===== src/logic/rv_decode_pkg.sv =====
package rv_decode_pkg;

    typedef logic [31:0] instr_t;
    typedef logic [6:0]  opcode_t;
    typedef logic [2:0]  funct3_t;
    typedef logic [6:0]  funct7_t;
    typedef logic [5:0]  funct6_t;
    typedef logic [4:0]  reg_idx_t;
    typedef logic [5:0]  op_t;
    typedef logic [3:0]  alu_func_t;

    // field positions inside the instruction word
    localparam int RD_LSB  = 7;
    localparam int F3_LSB  = 12;
    localparam int RS1_LSB = 15;
    localparam int F7_LSB  = 25;
    localparam int F6_LSB  = 26;  // immediate shifts carry a 6-bit shamt on rv64

    localparam opcode_t OPC_OP_IMM = 7'b0010011;
    localparam opcode_t OPC_OP     = 7'b0110011;
    localparam opcode_t OPC_LOAD   = 7'b0000011;
    localparam opcode_t OPC_STORE  = 7'b0100011;
    localparam opcode_t OPC_LUI    = 7'b0110111;
    localparam opcode_t OPC_AUIPC  = 7'b0010111;
    localparam opcode_t OPC_JAL    = 7'b1101111;
    localparam opcode_t OPC_JALR   = 7'b1100111;
    localparam opcode_t OPC_BRANCH = 7'b1100011;
    localparam opcode_t OPC_SYSTEM = 7'b1110011;

    // alu funct3 values shared by the immediate and register forms
    localparam funct3_t F3_ADD  = 3'b000, F3_SLL = 3'b001, F3_SLT = 3'b010, F3_SLTU = 3'b011;
    localparam funct3_t F3_XOR  = 3'b100, F3_SR  = 3'b101, F3_OR  = 3'b110, F3_AND  = 3'b111;

    localparam funct3_t F3_LB   = 3'b000, F3_LH  = 3'b001, F3_LW  = 3'b010, F3_LD   = 3'b011;
    localparam funct3_t F3_LBU  = 3'b100, F3_LHU = 3'b101, F3_LWU = 3'b110;
    localparam funct3_t F3_SB   = 3'b000, F3_SH  = 3'b001, F3_SW  = 3'b010, F3_SD   = 3'b011;

    localparam funct3_t F3_JALR = 3'b000;
    localparam funct3_t F3_BEQ  = 3'b000, F3_BNE  = 3'b001, F3_BLT  = 3'b100;
    localparam funct3_t F3_BGE  = 3'b101, F3_BLTU = 3'b110, F3_BGEU = 3'b111;

    localparam funct3_t F3_CSRRW  = 3'b001, F3_CSRRS  = 3'b010, F3_CSRRC  = 3'b011;
    localparam funct3_t F3_CSRRWI = 3'b101, F3_CSRRSI = 3'b110, F3_CSRRCI = 3'b111;

    localparam funct7_t F7_BASE = 7'b0000000;
    localparam funct7_t F7_ALT  = 7'b0100000;  // sub / sra
    localparam funct6_t F6_BASE = 6'b000000;
    localparam funct6_t F6_ALT  = 6'b010000;   // srai

    localparam op_t OP_NONE  = 6'd0;
    localparam op_t OP_ADDI  = 6'd1,  OP_SLTI  = 6'd2,  OP_SLTIU = 6'd3;
    localparam op_t OP_XORI  = 6'd4,  OP_ORI   = 6'd5,  OP_ANDI  = 6'd6;
    localparam op_t OP_SLLI  = 6'd7,  OP_SRLI  = 6'd8,  OP_SRAI  = 6'd9;
    localparam op_t OP_ADD   = 6'd10, OP_SUB   = 6'd11, OP_SLL   = 6'd12;
    localparam op_t OP_SLT   = 6'd13, OP_SLTU  = 6'd14, OP_XOR   = 6'd15;
    localparam op_t OP_SRL   = 6'd16, OP_SRA   = 6'd17, OP_OR    = 6'd18;
    localparam op_t OP_AND   = 6'd19;
    localparam op_t OP_LB    = 6'd20, OP_LH    = 6'd21, OP_LW    = 6'd22;
    localparam op_t OP_LD    = 6'd23, OP_LBU   = 6'd24, OP_LHU   = 6'd25;
    localparam op_t OP_LWU   = 6'd26;
    localparam op_t OP_SB    = 6'd27, OP_SH    = 6'd28, OP_SW    = 6'd29;
    localparam op_t OP_SD    = 6'd30;
    localparam op_t OP_LUI   = 6'd31, OP_AUIPC = 6'd32, OP_JAL   = 6'd33;
    localparam op_t OP_JALR  = 6'd34;
    localparam op_t OP_BEQ   = 6'd35, OP_BNE   = 6'd36, OP_BLT   = 6'd37;
    localparam op_t OP_BGE   = 6'd38, OP_BLTU  = 6'd39, OP_BGEU  = 6'd40;
    localparam op_t OP_CSRRW = 6'd41, OP_CSRRS = 6'd42, OP_CSRRC = 6'd43;
    localparam op_t OP_CSRRWI = 6'd44, OP_CSRRSI = 6'd45, OP_CSRRCI = 6'd46;

    localparam alu_func_t ALU_NOP    = 4'd0;
    localparam alu_func_t ALU_ADD    = 4'd1;
    localparam alu_func_t ALU_SUB    = 4'd2;
    localparam alu_func_t ALU_AND    = 4'd3;
    localparam alu_func_t ALU_OR     = 4'd4;
    localparam alu_func_t ALU_XOR    = 4'd5;
    localparam alu_func_t ALU_LT     = 4'd6;
    localparam alu_func_t ALU_LTU    = 4'd7;
    localparam alu_func_t ALU_SL     = 4'd8;
    localparam alu_func_t ALU_SR     = 4'd9;   // arithmetic
    localparam alu_func_t ALU_SRU    = 4'd10;  // logical
    localparam alu_func_t ALU_DIRECT = 4'd11;  // pass operand through

    typedef struct packed {
        op_t       op;
        alu_func_t alufunc;
        logic      regwrite;
        logic      memwrite;
        logic      csr_read;
        logic      csr_write;
    } ctl_t;

endpackage


===== src/logic/alu_op_decoder.sv =====
`timescale 1ns/100ps

module alu_op_decoder
    import rv_decode_pkg::*;
(
    input  instr_t instr,
    output ctl_t   ctl
);

    funct3_t   funct3;
    funct7_t   funct7;
    funct6_t   funct6;
    logic      is_reg;  // register-register form
    logic      alt;     // sub / sra / srai encoding
    logic      legal;
    op_t       op;
    alu_func_t func;

    assign funct3 = instr[F3_LSB +: $bits(funct3_t)];
    assign funct7 = instr[F7_LSB +: $bits(funct7_t)];
    assign funct6 = instr[F6_LSB +: $bits(funct6_t)];
    assign is_reg = instr[5];
    assign alt    = is_reg ? (funct7 == F7_ALT) : (funct6 == F6_ALT);

    // plain immediate ops carry immediate bits in the upper field
    always_comb begin
        if (is_reg) begin
            legal = (funct7 == F7_BASE) ||
                    ((funct7 == F7_ALT) && ((funct3 == F3_ADD) || (funct3 == F3_SR)));
        end else if (funct3 == F3_SLL) begin
            legal = (funct6 == F6_BASE);
        end else if (funct3 == F3_SR) begin
            legal = (funct6 == F6_BASE) || (funct6 == F6_ALT);
        end else begin
            legal = 1'b1;
        end
    end

    always_comb begin
        op   = OP_NONE;
        func = ALU_NOP;
        unique case (funct3)
            F3_ADD: begin
                op   = !is_reg ? OP_ADDI : (alt ? OP_SUB : OP_ADD);
                func = (is_reg && alt) ? ALU_SUB : ALU_ADD;  // no subi
            end
            F3_SLL: begin
                op   = is_reg ? OP_SLL : OP_SLLI;
                func = ALU_SL;
            end
            F3_SLT: begin
                op   = is_reg ? OP_SLT : OP_SLTI;
                func = ALU_LT;
            end
            F3_SLTU: begin
                op   = is_reg ? OP_SLTU : OP_SLTIU;
                func = ALU_LTU;
            end
            F3_XOR: begin
                op   = is_reg ? OP_XOR : OP_XORI;
                func = ALU_XOR;
            end
            F3_SR: begin
                op   = is_reg ? (alt ? OP_SRA : OP_SRL) : (alt ? OP_SRAI : OP_SRLI);
                func = alt ? ALU_SR : ALU_SRU;
            end
            F3_OR: begin
                op   = is_reg ? OP_OR : OP_ORI;
                func = ALU_OR;
            end
            F3_AND: begin
                op   = is_reg ? OP_AND : OP_ANDI;
                func = ALU_AND;
            end
        endcase
    end

    always_comb begin
        ctl = '0;
        if (legal) begin
            ctl.op       = op;
            ctl.alufunc  = func;
            ctl.regwrite = 1'b1;
        end
    end

endmodule


===== src/logic/mem_op_decoder.sv =====
`timescale 1ns/100ps

module mem_op_decoder
    import rv_decode_pkg::*;
(
    input  instr_t instr,
    output ctl_t   ctl
);

    funct3_t funct3;
    logic    is_store;
    op_t     op;

    assign funct3   = instr[F3_LSB +: $bits(funct3_t)];
    assign is_store = instr[5];

    always_comb begin
        op = OP_NONE;
        if (is_store) begin
            case (funct3)
                F3_SB:   op = OP_SB;
                F3_SH:   op = OP_SH;
                F3_SW:   op = OP_SW;
                F3_SD:   op = OP_SD;
                default: op = OP_NONE;
            endcase
        end else begin
            case (funct3)
                F3_LB:   op = OP_LB;
                F3_LH:   op = OP_LH;
                F3_LW:   op = OP_LW;
                F3_LD:   op = OP_LD;
                F3_LBU:  op = OP_LBU;
                F3_LHU:  op = OP_LHU;
                F3_LWU:  op = OP_LWU;
                default: op = OP_NONE;  // 3'b111 is reserved
            endcase
        end
    end

    always_comb begin
        ctl = '0;
        if (op != OP_NONE) begin
            ctl.op       = op;
            ctl.regwrite = !is_store;  // loads never write memory
            ctl.memwrite = is_store;
            ctl.alufunc  = is_store ? ALU_DIRECT : ALU_NOP;
        end
    end

endmodule


===== src/logic/flow_op_decoder.sv =====
`timescale 1ns/100ps

module flow_op_decoder
    import rv_decode_pkg::*;
(
    input  instr_t instr,
    output ctl_t   ctl
);

    logic [4:0] group;  // opcode bits 6..2 within the flow group
    funct3_t    funct3;
    logic       is_branch;
    op_t        op;
    alu_func_t  func;

    assign group     = instr[6:2];
    assign funct3    = instr[F3_LSB +: $bits(funct3_t)];
    assign is_branch = (group == OPC_BRANCH[6:2]);

    always_comb begin
        op   = OP_NONE;
        func = ALU_NOP;
        case (group)
            OPC_LUI[6:2]: begin
                op   = OP_LUI;
                func = ALU_DIRECT;
            end
            OPC_AUIPC[6:2]: begin
                op   = OP_AUIPC;
                func = ALU_ADD;
            end
            OPC_JAL[6:2]: begin
                op   = OP_JAL;
                func = ALU_ADD;
            end
            OPC_JALR[6:2]: begin
                if (funct3 == F3_JALR) begin
                    op   = OP_JALR;
                    func = ALU_ADD;
                end
            end
            OPC_BRANCH[6:2]: begin
                case (funct3)
                    F3_BEQ:  op = OP_BEQ;
                    F3_BNE:  op = OP_BNE;
                    F3_BLT:  op = OP_BLT;
                    F3_BGE:  op = OP_BGE;
                    F3_BLTU: op = OP_BLTU;
                    F3_BGEU: op = OP_BGEU;
                    default: op = OP_NONE;
                endcase
            end
            default: op = OP_NONE;
        endcase
    end

    // branches compare in the branch unit and write nothing back
    assign ctl = '{op: op, alufunc: func, regwrite: (op != OP_NONE) && !is_branch,
                   memwrite: 1'b0, csr_read: 1'b0, csr_write: 1'b0};

endmodule


===== src/logic/csr_op_decoder.sv =====
`timescale 1ns/100ps

module csr_op_decoder
    import rv_decode_pkg::*;
(
    input  instr_t instr,
    output ctl_t   ctl
);

    funct3_t  funct3;
    reg_idx_t rd;
    reg_idx_t rs1;  // uimm for the immediate forms
    logic     is_swap;
    logic     is_set;
    op_t      op;

    assign funct3  = instr[F3_LSB +: $bits(funct3_t)];
    assign rd      = instr[RD_LSB +: $bits(reg_idx_t)];
    assign rs1     = instr[RS1_LSB +: $bits(reg_idx_t)];
    assign is_swap = (funct3 == F3_CSRRW) || (funct3 == F3_CSRRWI);
    assign is_set  = (funct3 == F3_CSRRS) || (funct3 == F3_CSRRSI);

    always_comb begin
        case (funct3)
            F3_CSRRW:  op = OP_CSRRW;
            F3_CSRRS:  op = OP_CSRRS;
            F3_CSRRC:  op = OP_CSRRC;
            F3_CSRRWI: op = OP_CSRRWI;
            F3_CSRRSI: op = OP_CSRRSI;
            F3_CSRRCI: op = OP_CSRRCI;
            default:   op = OP_NONE;  // ecall, ebreak and friends
        endcase
    end

    always_comb begin
        ctl = '0;
        if (op != OP_NONE) begin
            ctl.op       = op;
            ctl.csr_read = 1'b1;
            if (is_swap) begin
                ctl.alufunc   = ALU_DIRECT;
                ctl.regwrite  = (rd != '0);
                ctl.csr_write = 1'b1;
            end else begin
                ctl.alufunc   = is_set ? ALU_OR : ALU_AND;
                ctl.regwrite  = 1'b1;
                ctl.csr_write = (rs1 != '0);  // zero mask leaves the csr alone
            end
        end
    end

endmodule


===== src/logic/rv_decode.sv =====
`timescale 1ns/100ps

module rv_decode
    import rv_decode_pkg::*;
(
    input  logic   clk,
    input  logic   rst,
    input  logic   instr_valid,
    input  instr_t instr,
    output logic   ctl_valid,
    output ctl_t   ctl
);

    opcode_t opcode;
    ctl_t    alu_ctl;
    ctl_t    mem_ctl;
    ctl_t    flow_ctl;
    ctl_t    csr_ctl;
    ctl_t    sel_ctl;

    assign opcode = instr[$bits(opcode_t)-1:0];

    alu_op_decoder i_alu (
        .instr (instr),
        .ctl   (alu_ctl)
    );

    mem_op_decoder i_mem (
        .instr (instr),
        .ctl   (mem_ctl)
    );

    flow_op_decoder i_flow (
        .instr (instr),
        .ctl   (flow_ctl)
    );

    csr_op_decoder i_csr (
        .instr (instr),
        .ctl   (csr_ctl)
    );

    // group select on the full opcode so the w-forms fall to the default
    always_comb begin
        case (opcode)
            OPC_OP_IMM, OPC_OP:  sel_ctl = alu_ctl;
            OPC_LOAD, OPC_STORE: sel_ctl = mem_ctl;
            OPC_LUI, OPC_AUIPC, OPC_JAL, OPC_JALR, OPC_BRANCH: sel_ctl = flow_ctl;
            OPC_SYSTEM:          sel_ctl = csr_ctl;
            default:             sel_ctl = '0;
        endcase
    end

    always_ff @(posedge clk) begin
        if (rst) begin
            ctl_valid <= 1'b0;
            ctl       <= '0;
        end else begin
            ctl_valid <= instr_valid;
            ctl       <= instr_valid ? sel_ctl : '0;  // idle cycles show a clean record
        end
    end

endmodule


===== config.mk =====
export PLATFORM = sky130hd
export DESIGN_NAME = rv_decode
export DESIGN_NICKNAME = d
export VERILOG_FILES = /design/src/logic/rv_decode_pkg.sv /design/src/logic/alu_op_decoder.sv /design/src/logic/mem_op_decoder.sv /design/src/logic/flow_op_decoder.sv /design/src/logic/csr_op_decoder.sv /design/src/logic/rv_decode.sv
export SDC_FILE = /design/constraint.sdc
export NUM_CORES = 1
export LEC_CHECK = 0
export BUFFER_PORTS_ARGS = -buffer_cell sky130_fd_sc_hd__buf_2
export CAP_MARGIN = 20
export CORE_MARGIN = 2
export CORE_UTILIZATION = 44
export DETAILED_ROUTE_END_ITERATION = 6
export PLACE_DENSITY_LB_ADDON = 0.08
export SLEW_MARGIN = 20
export SYNTH_ARGS = -nofsm -noshare
export SYNTH_HDL_FRONTEND = slang
export SYNTH_SLANG_ARGS = --single-unit
export TNS_END_PERCENT = 100

===== constraint.sdc =====
create_clock -name clk -period 1.9 [get_ports clk]
set_input_delay 0.475 -clock clk [delete_from_list [all_inputs] [get_ports clk]]
set_output_delay 0.475 -clock clk [all_outputs]
set_load 0.005 [all_outputs]

==> results of run 1 <==
==> logic make-up after synthesis <==
kind of cell,Yosys count,share of synthesized area
and+or+nand+nor,83,0.362
DFF,15,0.232
xor gates and xnor gates,2,0.0135
AOI/OAI and AO/OA,59,0.324
buffers and inverters,19,0.0687
==> final cells by class <==
type	count	area, sq um	area share
timing repair buffer	75	453	0.261
inverter	4	15.0	0.00864
multi-input combinational	144	905	0.521
sequential	15	300	0.173
tap	31	38.8	0.0223
clock buffer	4	26.3	0.0151
==> registers in the layout, summed over array words and instances, names as in the netlist <==
register,count
ctl,14
ctl_valid,1
==> power breakdown <==
part           switching (W)  internal (W)  total [W]
Combinational       0.000112     0.0000972   0.000209
Sequential       0.000000224      0.000315   0.000315
Clock              0.0000841     0.0000811   0.000165
==> critical path: stages <==
cell and delay (ps):
buf_2 130, or3b_1 350, a31oi_1 270, nor4_4 100, buf_4 170, a222oi_1 310, nor2_1 80
==> synthesized netlist by cell type (2+ instances only) <==
| library cell | instances | share of area |
|---|---|---|
| nand3_1 | 8 | 0.031 |
| nand4_1 | 2 | 0.0097 |
| o21ai_1 | 3 | 0.012 |
| a21oi_1 | 15 | 0.058 |
| nand2_1 | 19 | 0.055 |
| a21boi_0 | 2 | 0.012 |
| inv_1 | 4 | 0.012 |
| o2111ai_1 | 2 | 0.014 |
| buf_2 | 8 | 0.031 |
| o21ai_0 | 6 | 0.023 |
| nor2b_1 | 10 | 0.048 |
| nand2b_1 | 2 | 0.0097 |
| o22ai_1 | 2 | 0.0097 |
| nor3_1 | 7 | 0.027 |
| dfxtp_1 | 15 | 0.23 |
| nor2_1 | 14 | 0.041 |
| o31ai_1 | 3 | 0.017 |
| clkbuf_1 | 6 | 0.017 |
| nand3b_1 | 2 | 0.012 |
| nor4_1 | 2 | 0.0097 |
| o32ai_1 | 4 | 0.027 |
| or4_1 | 2 | 0.012 |
| and2_1 | 5 | 0.024 |
| and3_1 | 2 | 0.0097 |
| a31oi_1 | 4 | 0.019 |
| o21a_1 | 2 | 0.012 |
==> routing by layer <==
layer / up-vias / share of wire
li1: 794 / -
met1: 713 / 0.46
met2: 79 / 0.48
met3: 2 / 0.063
met4: 0 / 0.0044
met5: - / 0
==> path summary, 6_finish.rpt <==
path | to | slack [ps] | depth (start not counted)
worst max-delay path | ctl[10] | 170 | 7
worst min-delay path | ctl_valid | 390 | 2
==> metrics by stage <==
step | instances | utilization | instance area, sq um
after floorplan | 178 | - | 1290
after global placement | 269 | 0.615 | 1710
after detailed placement | 269 | 0.615 | 1710
after CTS | 273 | 0.625 | 1740
after global routing | 273 | 0.625 | 1740
final | 273 | 0.625 | 1740
==> reports/metrics.yaml, run 1 <==
ys_ff_latch: 15
grt.met2_usage: 0.399
layout_commonest_cell: "buf_2"
fmax_ghz: 0.577
p_leak_nw: 0.751
vdd.ir_drop.worst_mv: 0.413
hp-start: "rst"
die_h_microns: 58.2
grt_pass1_wl_mm: 6.21
cap_viol_max_count: 0
overflow: 0
antenna_found_initial: 0
met1_usage: 0.315
grt_max_degree: 22
final_hold_viol_count: 0
fin_tns_setup_ps: 0
port_buffers: 44
power_w: 0.000689
hold_buffers: 0
fp.coreArea_sq_mm: 0.00278
drcViolationCount: 0
grt_pass1_vias: 1391
cp-end-kind: "register"
worstPathRequired_ps: 2050
fin_ws_ps: 167
rsz0062_at_grt: "no"
nets: 278
busiest_layer: "met2"
clk_path_buf_depth: 2
post_drt_wl_per_cell_microns: 14.1
startpoint_type: "primary input"
grt_usage: 0.234
avgViaCountPerCell: 5.82
die_area_sq_mm: 0.00339
hp-class: "primary input to register"
cts.clk_slew.worst_paths_ps: 80
drtIter0Drc: 50
antenna_left: 0
postCtsResizedCells: 0
clock-root-buffer: "clkbuf_4"
final_layout_size_suffix_gt1_frac: 0.351
p_per_area_mw_per_mm2: 397
setup.worst_path.start: "instr[12]"
vias: 1588
synthCells: 178
synth_seq_area_share: 0.232
cts_tree: "yes"
maxSlewHeadroom: 0.668
path_class: "primary input to register"
post-dp-hpwl_mm: 3.18
drtPass1Iterations: 4
synth-main-ff-cell: "dfxtp_1"
synth_edf_count: 0
cts_setup_buffers: 0
fin_crit_sh: 0.912
holdWs_ps: 388
cts_max_level: 1
drt_wl_total_mm: 3.85
async_reset_ff_frac: 0
final_cell_mix: "buf_2 (44), buf_4 (31), nand2_1 (19)"
gp_congestion: 0.904
floorplan.initialDensity: 0.465
die_w_microns: 58.2
cp_data_arrival_time_ps: 1880
met3_usage: 0.0268
final.min_clock_period_ps: 1730
status: "completed"
yosysUniqueCellTypes: 53
syn_avg_cell_area_sq_um: 7.27
n_fill_cell: 261
synth_warnings: 0
numCtsBuffers: 3
cp_max_fo: 7
tightest_slew_ps: 486
antennaDiodeCount: 0
synthToLayoutAreaGrowth_pct: 34.3
finalSetupViolations: 0
clock_sinks: 15
syn_nets: 213
ios: 50
synth_area_sq_mm: 0.00129
num_rows: 19
drv_slew: 0
place_ws_ps: -115
Note: power is estimated with default switching activity, not from simulation.
==> run 2, diff against run 1 <==
Settings changed: CORE_UTILIZATION 44 to 46, CTS_BUF_LIST from default to sky130_fd_sc_hd__clkbuf_8.
==> run 2 against run 1 <==
  * Largest power group unchanged
  * Routed wire length up 0.81%
  * Clock power grew 42%
  * Clock-buffer cell count down 1
  * Flip-flop and latch count stayed put
  * Die area shrank 4.1%
==> reports/metrics.yaml, run 2 (synthesis results as in run 1) <==
status: "completed"
hold_buffers: 0  # unchanged
slowest_stage: "or3b_1"
drcViolationCount: 0  # unchanged
antenna_left: 0  # unchanged
reg_top3: "ctl x14, ctl_valid x1"
cp_data_arrival_time_ps: 1890  # about the same
fmax_ghz: 0.564  # -2.2%
intPower_w: 0.000562  # +14%
drtIter0Drc: 100  # +100%
cts_max_level: 1  # unchanged
num_rows: 19  # unchanged
grt_max_degree: 20  # -9.1%
layout_commonest_cell: "buf_2"
ios: 50  # unchanged
final.min_clock_period_ps: 1770  # +39.4 ps
antenna_found_initial: 0  # unchanged
power_frac_clock: 0.304  # +0.064
cp_max_fo: 7  # unchanged
fin_crit_sh: 0.933  # +0.0207
switching_share: 0.269  # -0.0151
post-dp-hpwl_mm: 3.16  # -0.68%
die_w_microns: 57.0  # -2.1%
cp-end-kind: "register"
drt_wl_total_mm: 3.88  # +0.81%
place_inst: 272  # +1.1%
register_area_sq_um: 300  # unchanged
drv_slew: 0  # unchanged
post_drt_wl_per_cell_microns: 14.0  # -0.29%
grt_pass1_wl_mm: 6.60  # +6.3%
p_leak_nw: 0.781  # +4.1%
final_hold_viol_count: 0  # unchanged
clock-root-buffer: "clkbuf_8"
cts_setup_buffers: 0  # unchanged
vdd.ir_drop.worst_mv: 0.492  # +19%
path_class: "primary input to register"
avgViaCountPerCell: 5.79  # -0.53%
largest_register_ffs: 14  # unchanged
nets: 281  # +1.1%
final_cell_mix: "buf_2 (44), buf_4 (33), nand2_1 (19)"
postCtsResizedCells: 0  # unchanged
fin_cells: 276  # +1.1%
tightest_slew_ps: 407  # -78.9 ps
fin_ws_ps: 127  # -39.4 ps
numCtsBuffers: 3  # unchanged
cts.clk_slew.worst_paths_ps: 50  # -30 ps
port_buffers: 44  # unchanged
die_h_microns: 57.0  # -2.1%
cp_cell_sequence: "buf_2 > or3b_1 > a31oi_1 > nor4_4 > buf_4 > a222oi_1 > nor2_1"
grt_pass1_vias: 1437  # +3.3%
finalSetupViolations: 0  # unchanged
clock_sinks: 15  # unchanged
grt_usage: 0.252  # +0.0179
clk_path_buf_depth: 2  # unchanged
multiInputGateArea_sq_um: 905  # unchanged
startpoint_type: "primary input"
hp-class: "primary input to register"
cap_viol_max_count: 0  # unchanged
holdWs_ps: 433  # +45.0 ps
die_area_sq_mm: 0.00325  # -4.1%
hp-start: "rst"
critPathBufInv: 2  # unchanged
overflow: 0  # unchanged
fp.coreArea_sq_mm: 0.00271  # -2.6%
vias: 1597  # +0.57%
combinationalPowerShare: 0.285  # -0.018
synthToLayoutAreaGrowth_pct: 38.5
place_ws_ps: -106  # +8.94 ps
worstPathRequired_ps: 2020  # -30 ps
n_fill_cell: 264  # +1.1%
holdPathStages: 2  # unchanged
p_per_area_mw_per_mm2: 429  # +8.1%
cp_top_family: "compound AO/OA/AOI/OAI gates"
p_switching_w: 0.000207  # +5.6%
max_stage_delay_ps: 360  # about the same
final_layout_size_suffix_gt1_frac: 0.359  # +0.00794
gp_congestion: 0.902  # -0.15%
top_register: "ctl"
worstHoldEndpoint: "ctl_valid"
rsz0062_at_grt: "no"
maxSlewHeadroom: 0.727  # +0.0592
pwr-share-seq: 0.412  # -0.046
floorplan.initialDensity: 0.477  # +0.0122
antennaDiodeCount: 0  # unchanged
cts_tree: "yes"
drtPass1Iterations: 5  # +1
## run 2: cell count changes in the layout (fill, tap and decap cells not counted)
cell      before  now
clkbuf_4       3    0
clkbuf_8       0    3
buf_4         31   33
buf_12         0    1
clkbuf_1       1    0
inv_1          4    5
## run 2: power groups by stage
stage	combinational [W]	sequential, W	clock [W]
after global routing	0.000239	0.000316	0.000252
after floorplan	0.000119	0.000323	0
after detailed placement	0.000216	0.000323	0
after global placement	0.000209	0.000323	0
final	0.000219	0.000316	0.000234
after CTS	0.000216	0.000316	0.000240
## run 2: worst max-delay path by stage
| stage | start | to | slack, ps | depth (start not counted) |
|---|---|---|---|---|
| 3_3_place_gp | instr[12] | ctl[10] | -70 | 7 |
| 3_5_place_dp | instr[12] | ctl[10] | -110 | 7 |
| 6_report | instr[12] | ctl[10] | 130 | 7 |
| 4_1_cts | instr[12] | ctl[10] | 140 | 7 |
| 5_1_grt | instr[27] | ctl[9] | 20 | 8 |
| 2_1_floorplan | instr[12] | ctl[4] | 30 | 6 |
## run 2: layer usage
layer,global-route usage,part of all wire
met4,0.0698,0.0085
met1,0.352,0.45
met5,0,0
met2,0.424,0.48
met3,0.0136,0.068
## run 2: layout make-up
class | count | share of cell area
timing repair buffer | 78 | 0.272
tap | 31 | 0.0216
multi-input combinational | 144 | 0.505
clock buffer | 3 | 0.0230
sequential | 15 | 0.168
clock inverter | 1 | 0.00209
inverter | 4 | 0.00838
## run 2: metrics by stage
step	area, sq um	power (W)	setup TNS (ps)	utilization
floorplan	1290	0.000442	0	-
global placement	1750	0.000532	-130	0.645
detailed placement	1750	0.000539	-584	0.645
CTS	1790	0.000772	0	0.661
global route	1790	0.000808	0	0.661
finish	1790	0.000768	0	0.661
